--- src/hdl/ifu_consts.svh ---
`ifndef IFU_CONSTS_SVH
`define IFU_CONSTS_SVH

//////////////////////////////////////////////////////////////////////
// Instruction format
//////////////////////////////////////////////////////////////////////

// Full instruction word
`define IFU_WORD_W		32

// Logical and physical port ids share one width
`define IFU_ID_W		4

// Port table depth, one entry per logical id
`define IFU_NUM_IDS		16

//////////////////////////////////////////////////////////////////////
// Status counters
//////////////////////////////////////////////////////////////////////

// Committed routes, wraps at 256
`define IFU_DONE_CNT_W	8

// Rejected self-routes, wraps at 16
`define IFU_REJ_CNT_W	4

// Rejected count on top, committed count below
`define IFU_STATUS_W	(`IFU_REJ_CNT_W + `IFU_DONE_CNT_W)

`endif

--- src/hdl/ifu_pkg.sv ---
`include "ifu_consts.svh"

package ifu_pkg;

	// Instruction kind, bit 31 of every word
	typedef enum logic {
		MOVE	= 1'b0,
		CONFIG	= 1'b1
	} instr_kind_e;

	// Move view
	typedef struct packed {
		instr_kind_e						kind;
		logic								release_bit;
		logic [`IFU_WORD_W-2-2*`IFU_ID_W-1:0]	reserved;
		logic [`IFU_ID_W-1:0]				dst_id;
		logic [`IFU_ID_W-1:0]				src_id;
	} move_fields_t;

	// Configuration view, one port table entry
	typedef struct packed {
		instr_kind_e						kind;
		logic [`IFU_WORD_W-1-2*`IFU_ID_W-1:0]	reserved;
		logic [`IFU_ID_W-1:0]				logical_id;
		logic [`IFU_ID_W-1:0]				physical_id;
	} config_fields_t;

	// Same 32 bits, decoded by kind
	typedef union packed {
		move_fields_t						move;
		config_fields_t						cfg;
	} instr_word_t;

endpackage

--- src/hdl/ifu_fetch.sv ---
`timescale 1ns/1ps

module ifu_fetch (
	input  logic					clock,
	input  logic					reset,

	// Four-phase input port
	input  logic					in_req,
	input  ifu_pkg::instr_word_t	in_word,
	output logic					in_ack,

	// First pipeline slot
	output ifu_pkg::instr_word_t	word,
	output logic					valid,
	input  logic					stall
);

	logic load_en;
	logic capture;

	// Slot is free, or drains this cycle
	assign load_en = ~valid | ~stall;

	// New request only while ack is low, so each request is taken once
	assign capture = in_req & ~in_ack & load_en;

	//////////////////////////////////////////////////////////////////////
	// Ack phase and slot occupancy
	//////////////////////////////////////////////////////////////////////

	always_ff @(posedge clock) begin
		if (reset) begin
			in_ack <= 1'b0;
			valid <= 1'b0;
		end else begin
			// Ack follows the capture, drops once req is released
			if (capture) begin
				in_ack <= 1'b1;
			end else if (~in_req) begin
				in_ack <= 1'b0;
			end

			if (capture) begin
				valid <= 1'b1;
			end else if (load_en) begin
				valid <= 1'b0;
			end
		end
	end

	// Captured word
	always_ff @(posedge clock) begin
		if (capture) begin
			word <= in_word;
		end
	end

endmodule

--- src/hdl/ifu_rename.sv ---
`timescale 1ns/1ps
`include "ifu_consts.svh"

module ifu_rename (
	input  logic					clock,
	input  logic					reset,

	// From fetch slot
	input  ifu_pkg::instr_word_t	word,
	input  logic					word_valid,
	output logic					word_stall,

	// Renamed route slot
	output logic [`IFU_ID_W-1:0]	dst_port,
	output logic [`IFU_ID_W-1:0]	src_port,
	output logic					release_bit,
	output logic					valid,
	input  logic					stall
);

	import ifu_pkg::*;

	// Logical to physical map
	logic [`IFU_ID_W-1:0]	port_table [`IFU_NUM_IDS];

	logic					load_en;
	logic					take;
	logic					is_move;
	logic					is_cfg;

	//////////////////////////////////////////////////////////////////////
	// Decode and handshake
	//////////////////////////////////////////////////////////////////////

	assign is_move = (word.move.kind == MOVE);
	assign is_cfg = (word.cfg.kind == CONFIG);

	assign load_en = ~valid | ~stall;
	assign take = word_valid & load_en;

	// Fetch word waits while our slot is held
	assign word_stall = word_valid & ~load_en;

	//////////////////////////////////////////////////////////////////////
	// Port table and slot valid
	//////////////////////////////////////////////////////////////////////

	always_ff @(posedge clock) begin
		if (reset) begin
			valid <= 1'b0;
			// Identity map out of reset
			for (int i = 0; i < `IFU_NUM_IDS; i++) begin
				port_table[i] <= i[`IFU_ID_W-1:0];
			end
		end else begin
			// Config words end here and leave no route behind
			if (load_en) begin
				valid <= word_valid & is_move;
			end

			// Written as the word leaves fetch, so the next move sees it
			if (take & is_cfg) begin
				port_table[word.cfg.logical_id] <= word.cfg.physical_id;
			end
		end
	end

	// Move lookup
	always_ff @(posedge clock) begin
		if (take & is_move) begin
			dst_port <= port_table[word.move.dst_id];
			src_port <= port_table[word.move.src_id];
			release_bit <= word.move.release_bit;
		end
	end

endmodule

--- src/hdl/ifu_port_check.sv ---
`timescale 1ns/1ps
`include "ifu_consts.svh"

module ifu_port_check (
	input  logic						clock,
	input  logic						reset,

	// From rename slot
	input  logic [`IFU_ID_W-1:0]		dst_port,
	input  logic [`IFU_ID_W-1:0]		src_port,
	input  logic						release_bit,
	input  logic						route_valid,
	output logic						route_stall,

	// Checked route slot
	output logic [`IFU_ID_W-1:0]		chk_dst_port,
	output logic [`IFU_ID_W-1:0]		chk_src_port,
	output logic						chk_release,
	output logic						valid,
	input  logic						stall,

	output logic [`IFU_REJ_CNT_W-1:0]	rejected
);

	logic self_route;
	logic load_en;
	logic take;

	// Both ends on one physical port
	assign self_route = (dst_port == src_port);

	assign load_en = ~valid | ~stall;
	assign take = route_valid & ~self_route & load_en;

	// Self-routes are dropped at once and never wait
	assign route_stall = route_valid & ~self_route & ~load_en;

	always_ff @(posedge clock) begin
		if (reset) begin
			valid <= 1'b0;
			rejected <= '0;
		end else begin
			if (load_en) begin
				valid <= route_valid & ~self_route;
			end

			if (route_valid & self_route) begin
				rejected <= rejected + 1'b1;
			end
		end
	end

	always_ff @(posedge clock) begin
		if (take) begin
			chk_dst_port <= dst_port;
			chk_src_port <= src_port;
			chk_release <= release_bit;
		end
	end

endmodule

--- src/hdl/ifu_commit.sv ---
`timescale 1ns/1ps
`include "ifu_consts.svh"

module ifu_commit (
	input  logic						clock,
	input  logic						reset,

	// From port check slot
	input  logic [`IFU_ID_W-1:0]		dst_port,
	input  logic [`IFU_ID_W-1:0]		src_port,
	input  logic						release_bit,
	input  logic						route_valid,
	output logic						route_stall,

	// Four-phase output port
	output logic						out_req,
	output logic [`IFU_ID_W-1:0]		out_dst_port,
	output logic [`IFU_ID_W-1:0]		out_src_port,
	output logic						out_release,
	input  logic						out_ack,

	output logic [`IFU_DONE_CNT_W-1:0]	committed
);

	localparam logic [1:0] ST_IDLE		= 2'd0;
	localparam logic [1:0] ST_REQ		= 2'd1;
	localparam logic [1:0] ST_ACK_LOW	= 2'd2;

	logic [1:0]	state;
	logic		can_load;
	logic		load;

	// A new route only after the previous ack has fallen
	assign can_load = (state == ST_IDLE) | ((state == ST_ACK_LOW) & ~out_ack);
	assign load = route_valid & can_load;
	assign route_stall = route_valid & ~can_load;

	//////////////////////////////////////////////////////////////////////
	// Output handshake FSM
	//////////////////////////////////////////////////////////////////////

	always_ff @(posedge clock) begin
		if (reset) begin
			state <= ST_IDLE;
			out_req <= 1'b0;
			committed <= '0;
		end else if (load) begin
			state <= ST_REQ;
		end else begin
			case (state)
				ST_REQ: begin
					// Req rises one edge after load, falls one edge after ack
					if (~out_req) begin
						out_req <= 1'b1;
					end else if (out_ack) begin
						out_req <= 1'b0;
						committed <= committed + 1'b1;
						state <= ST_ACK_LOW;
					end
				end
				ST_ACK_LOW: begin
					if (~out_ack) begin
						state <= ST_IDLE;
					end
				end
				default: state <= ST_IDLE;
			endcase
		end
	end

	// Fields stay stable for the whole exchange
	always_ff @(posedge clock) begin
		if (load) begin
			out_dst_port <= dst_port;
			out_src_port <= src_port;
			out_release <= release_bit;
		end
	end

endmodule

--- src/hdl/ifu_top.sv ---
`timescale 1ns/1ps
`include "ifu_consts.svh"

module ifu_top (
	input  logic						clock,
	input  logic						reset,

	// Instruction input port
	input  logic						in_req,
	input  ifu_pkg::instr_word_t		in_word,
	output logic						in_ack,

	// Route output port
	output logic						out_req,
	output logic [`IFU_ID_W-1:0]		out_dst_port,
	output logic [`IFU_ID_W-1:0]		out_src_port,
	output logic						out_release,
	input  logic						out_ack,

	output logic [`IFU_STATUS_W-1:0]	status
);

	import ifu_pkg::*;

	// Fetch to rename
	instr_word_t				fetch_word;
	logic						fetch_valid;
	logic						fetch_stall;

	// Rename to port check
	logic [`IFU_ID_W-1:0]		rn_dst_port;
	logic [`IFU_ID_W-1:0]		rn_src_port;
	logic						rn_release;
	logic						rn_valid;
	logic						rn_stall;

	// Port check to commit
	logic [`IFU_ID_W-1:0]		pc_dst_port;
	logic [`IFU_ID_W-1:0]		pc_src_port;
	logic						pc_release;
	logic						pc_valid;
	logic						pc_stall;

	logic [`IFU_REJ_CNT_W-1:0]	rejected;
	logic [`IFU_DONE_CNT_W-1:0]	committed;

	//////////////////////////////////////////////////////////////////////
	// Pipeline stages
	//////////////////////////////////////////////////////////////////////

	ifu_fetch u_fetch (
		.clock			(clock),
		.reset			(reset),
		.in_req			(in_req),
		.in_word		(in_word),
		.in_ack			(in_ack),
		.word			(fetch_word),
		.valid			(fetch_valid),
		.stall			(fetch_stall)
	);

	ifu_rename u_rename (
		.clock			(clock),
		.reset			(reset),
		.word			(fetch_word),
		.word_valid		(fetch_valid),
		.word_stall		(fetch_stall),
		.dst_port		(rn_dst_port),
		.src_port		(rn_src_port),
		.release_bit	(rn_release),
		.valid			(rn_valid),
		.stall			(rn_stall)
	);

	ifu_port_check u_port_check (
		.clock			(clock),
		.reset			(reset),
		.dst_port		(rn_dst_port),
		.src_port		(rn_src_port),
		.release_bit	(rn_release),
		.route_valid	(rn_valid),
		.route_stall	(rn_stall),
		.chk_dst_port	(pc_dst_port),
		.chk_src_port	(pc_src_port),
		.chk_release	(pc_release),
		.valid			(pc_valid),
		.stall			(pc_stall),
		.rejected		(rejected)
	);

	ifu_commit u_commit (
		.clock			(clock),
		.reset			(reset),
		.dst_port		(pc_dst_port),
		.src_port		(pc_src_port),
		.release_bit	(pc_release),
		.route_valid	(pc_valid),
		.route_stall	(pc_stall),
		.out_req		(out_req),
		.out_dst_port	(out_dst_port),
		.out_src_port	(out_src_port),
		.out_release	(out_release),
		.out_ack		(out_ack),
		.committed		(committed)
	);

	// Status word, one cycle behind the counters
	always_ff @(posedge clock) begin
		if (reset) begin
			status <= '0;
		end else begin
			status <= {rejected, committed};
		end
	end

endmodule

--- config.mk ---
export PLATFORM = sky130hd
export DESIGN_NAME = ifu_top
export DESIGN_NICKNAME = d
export VERILOG_FILES = /design/src/hdl/ifu_pkg.sv /design/src/hdl/ifu_fetch.sv /design/src/hdl/ifu_rename.sv /design/src/hdl/ifu_port_check.sv /design/src/hdl/ifu_commit.sv /design/src/hdl/ifu_top.sv
export VERILOG_INCLUDE_DIRS = /design/src /design/src/hdl
export SDC_FILE = /design/constraint.sdc
export NUM_CORES = 1
export LEC_CHECK = 0
export ABC_AREA = 1
export BUFFER_PORTS_ARGS = -buffer_cell sky130_fd_sc_hd__buf_2
export CORE_MARGIN = 10
export CORE_UTILIZATION = 45
export CTS_BUF_LIST = sky130_fd_sc_hd__clkbuf_16
export CTS_CLUSTER_SIZE = 16
export DETAILED_ROUTE_END_ITERATION = 8
export GPL_TIMING_DRIVEN = 0
export PLACE_DENSITY = 0.74
export SLEW_MARGIN = 40
export SYNTH_ARGS = -nofsm -noshare
export SYNTH_HDL_FRONTEND = slang
export SYNTH_HIERARCHICAL = 1
export SYNTH_SLANG_ARGS = --single-unit
--- constraint.sdc ---
create_clock -name clock -period 4.08 [get_ports clock]
set_input_delay 0 -clock clock [delete_from_list [all_inputs] [get_ports clock]]
set_output_delay 0 -clock clock [all_outputs]
set_load 0.02 [all_outputs]
==> impl_metrics.json <==
{
  "outcome": "finished, final reports clean",
  "finalNonFillerCells": 1074,
  "end_kind": "flop",
  "tightest_slew_ns": 0.820,
  "dr_total_vias": 5569,
  "fillers": 1269,
  "drtAntennaViolNets": 0,
  "syn_avg_cell_area_um2": 8.04,
  "insertion_delay_ns": 0.42,
  "cts_resized": 0,
  "root_buffer": "clkbuf_16",
  "p_leak_nw": 3.46,
  "cts_buffer_depth": 2,
  "crit_start": "u_rename/dst_port[3]",
  "via_per_inst": 5.19,
  "layout-drive-gt1-share_pct": 12.9,
  "drcViolationCount": 0,
  "wl_per_cell_um": 16.2,
  "start_util_pct": 46.6,
  "antenna_found_initial": 0,
  "r2r_start": "u_rename/dst_port[3]",
  "hold_class": "in -> reg",
  "period_minus_slack_ns": 2.63,
  "die_y_um": 141,
  "htree_levels": 4,
  "port_buffers": 36,
  "start_kind": "flop",
  "drt_iter0_drc": 458,
  "cts_tree": "yes",
  "critical_path_required_ns": 4.14,
  "cts.reportedPaths.clkPinSlew_ns": 0.06,
  "cts_made_buffers": 17,
  "n_antenna_cell": 0,
  "cellPowerDensity_nw_per_um2": 421,
  "reg2regPathDepth": 11,
  "rows": 43,
  "slew_viol_final": 0,
  "finalSetupTns_ns": 0,
  "gp_congestion": 1.00,
  "grt_max_degree": 17,
  "post_cts_buffers": 0,
  "drt_pass1_iterations": 5,
  "cts_sinks": 132,
  "finish.utilization_pct": 54.5,
  "layout.nets": 919,
  "finalCritPeriodShare_pct": 64.4,
  "vdd_ir_drop_max_v": 0.000349,
  "rsz0062_at_grt": "no",
  "cp-endpoint": "u_rename/port_table[15][0]",
  "fmax_mhz": 381,
  "max_slew_margin_pct": 45.3,
  "synth_warnings": 6,
  "finalPower_w": 0.00322,
  "critical_path_class": "reg -> reg",
  "skew_ns": 0.0153,
  "gr-usage-all-layers_pct": 17.4,
  "grt_pass1_vias": 5315,
  "grt_pass1_wl_um": 26800,
  "overflow": 0,
  "synth.cell_area_um2": 6540,
  "place_hpwl_um": 12400,
  "coreArea_um2": 14000,
  "hold_violations": 0,
  "wirelength_um": 17400,
  "regToRegSetupSlack_ns": 1.45,
  "holdPathStages": 2,
  "setup_viol": 0,
  "arrival_ns": 2.69,
  "area_growth_pct": 17.1,
  "syn-num-nets": 851,
  "rr_endpoint": "u_rename/port_table[15][0]",
  "syn_inst": 813,
  "path_max_fanout": 6,
  "placed_cells": 1029,
  "io_pins": 59,
  "die-area_um2": 19800,
  "die_w_um": 141,
  "max_cap_violations": 0
}
-- power by group --
| part | internal (W) | switching (W) | leakage [nW] |
|---|---|---|---|
| clock network | 0.000901 | 0.000579 | 0.278 |
| logic | 0.0000723 | 0.000176 | 1.98 |
| registers | 0.00148 | 0.0000198 | 1.20 |
-- sequential cells by signal, indices dropped and copies added, names as in the netlist, 4 cells and up --
register,cells
status,12
u_commit/committed,8
u_commit/out_dst_port,4
u_commit/out_src_port,4
u_fetch/word,10
u_port_check/chk_dst_port,4
u_port_check/chk_src_port,4
u_port_check/rejected,4
u_rename/dst_port,4
u_rename/port_table,64
u_rename/src_port,4
-- final cells by class --
class	count	area (µm²)	area share, %
timing repair buffer	49	310	4.05
sequential	132	3650	47.7
clock inverter	15	153	1.99
multi-input combinational	542	2300	30.1
tap	180	225	2.94
inverter	106	398	5.19
clock buffer	17	425	5.55
buffer	33	190	2.48
-- critical path: stages, from the launching register on --
cell	delay, ns
edfxtp_1	0.41
nand2_1	0.09
nand2_1	0.06
nor2_2	0.23
nand2_1	0.08
nand2_1	0.10
nor2_1	0.10
nand2_1	0.16
nand4_4	0.23
inv_2	0.15
nand3_2	0.16
o21ai_0	0.49
-- per-layer routing --
layer  share of wire (%)  wire length (µm)  GRT usage (%)
met1                  40              7020           20.2
met2                  47              8090           28.3
met4                 3.3               569           8.48
met5                   0                 0              0
met3                 9.8              1700           5.78
-- cells in the final DEF (no fill, tap or decap), drive strengths merged, types with 2 or more instances in the layout --
cell type    count
a21oi           15
inv            110
nand2          359
clkinv           7
dfxtp           31
edfxtp         101
nor3             5
o21ai            5
dlygate4sd3     13
clkinvlp         2
nor2            84
clkbuf          26
ha               2
buf             60
bufinv           2
nand3           65
nand4            3
-- stage by stage --
step	setup WS (ns)	area (µm²)	hold WS, ns
2_1_floorplan	1.96	6540	0.0624
3_3_place_gp	1.53	6940	0.176
3_5_place_dp	1.48	6950	0.178
4_1_cts	1.46	7660	0.268
5_1_grt	1.24	7660	0.283
6_report	1.45	7660	0.286
-- timing repair --
action / CTS / global route
endpoints found under the hold margin: 19 / 0
hold buffers: 13 / 0
setup endpoints to repair: 0 / 0
-- worst min path at each step --
stage                     startpoint         endpoint  slack, ns
after global placement    in_word[3]  u_fetch/word[3]       0.18
after floorplan                reset    u_fetch/valid       0.06
after CTS                 in_word[5]  u_fetch/word[5]       0.27
after global routing      in_word[1]  u_fetch/word[1]       0.28
after detailed placement  in_word[7]  u_fetch/word[7]       0.18
final                     in_word[0]  u_fetch/word[0]       0.29
No activity file was read; power rests on OpenSTA's default activity.
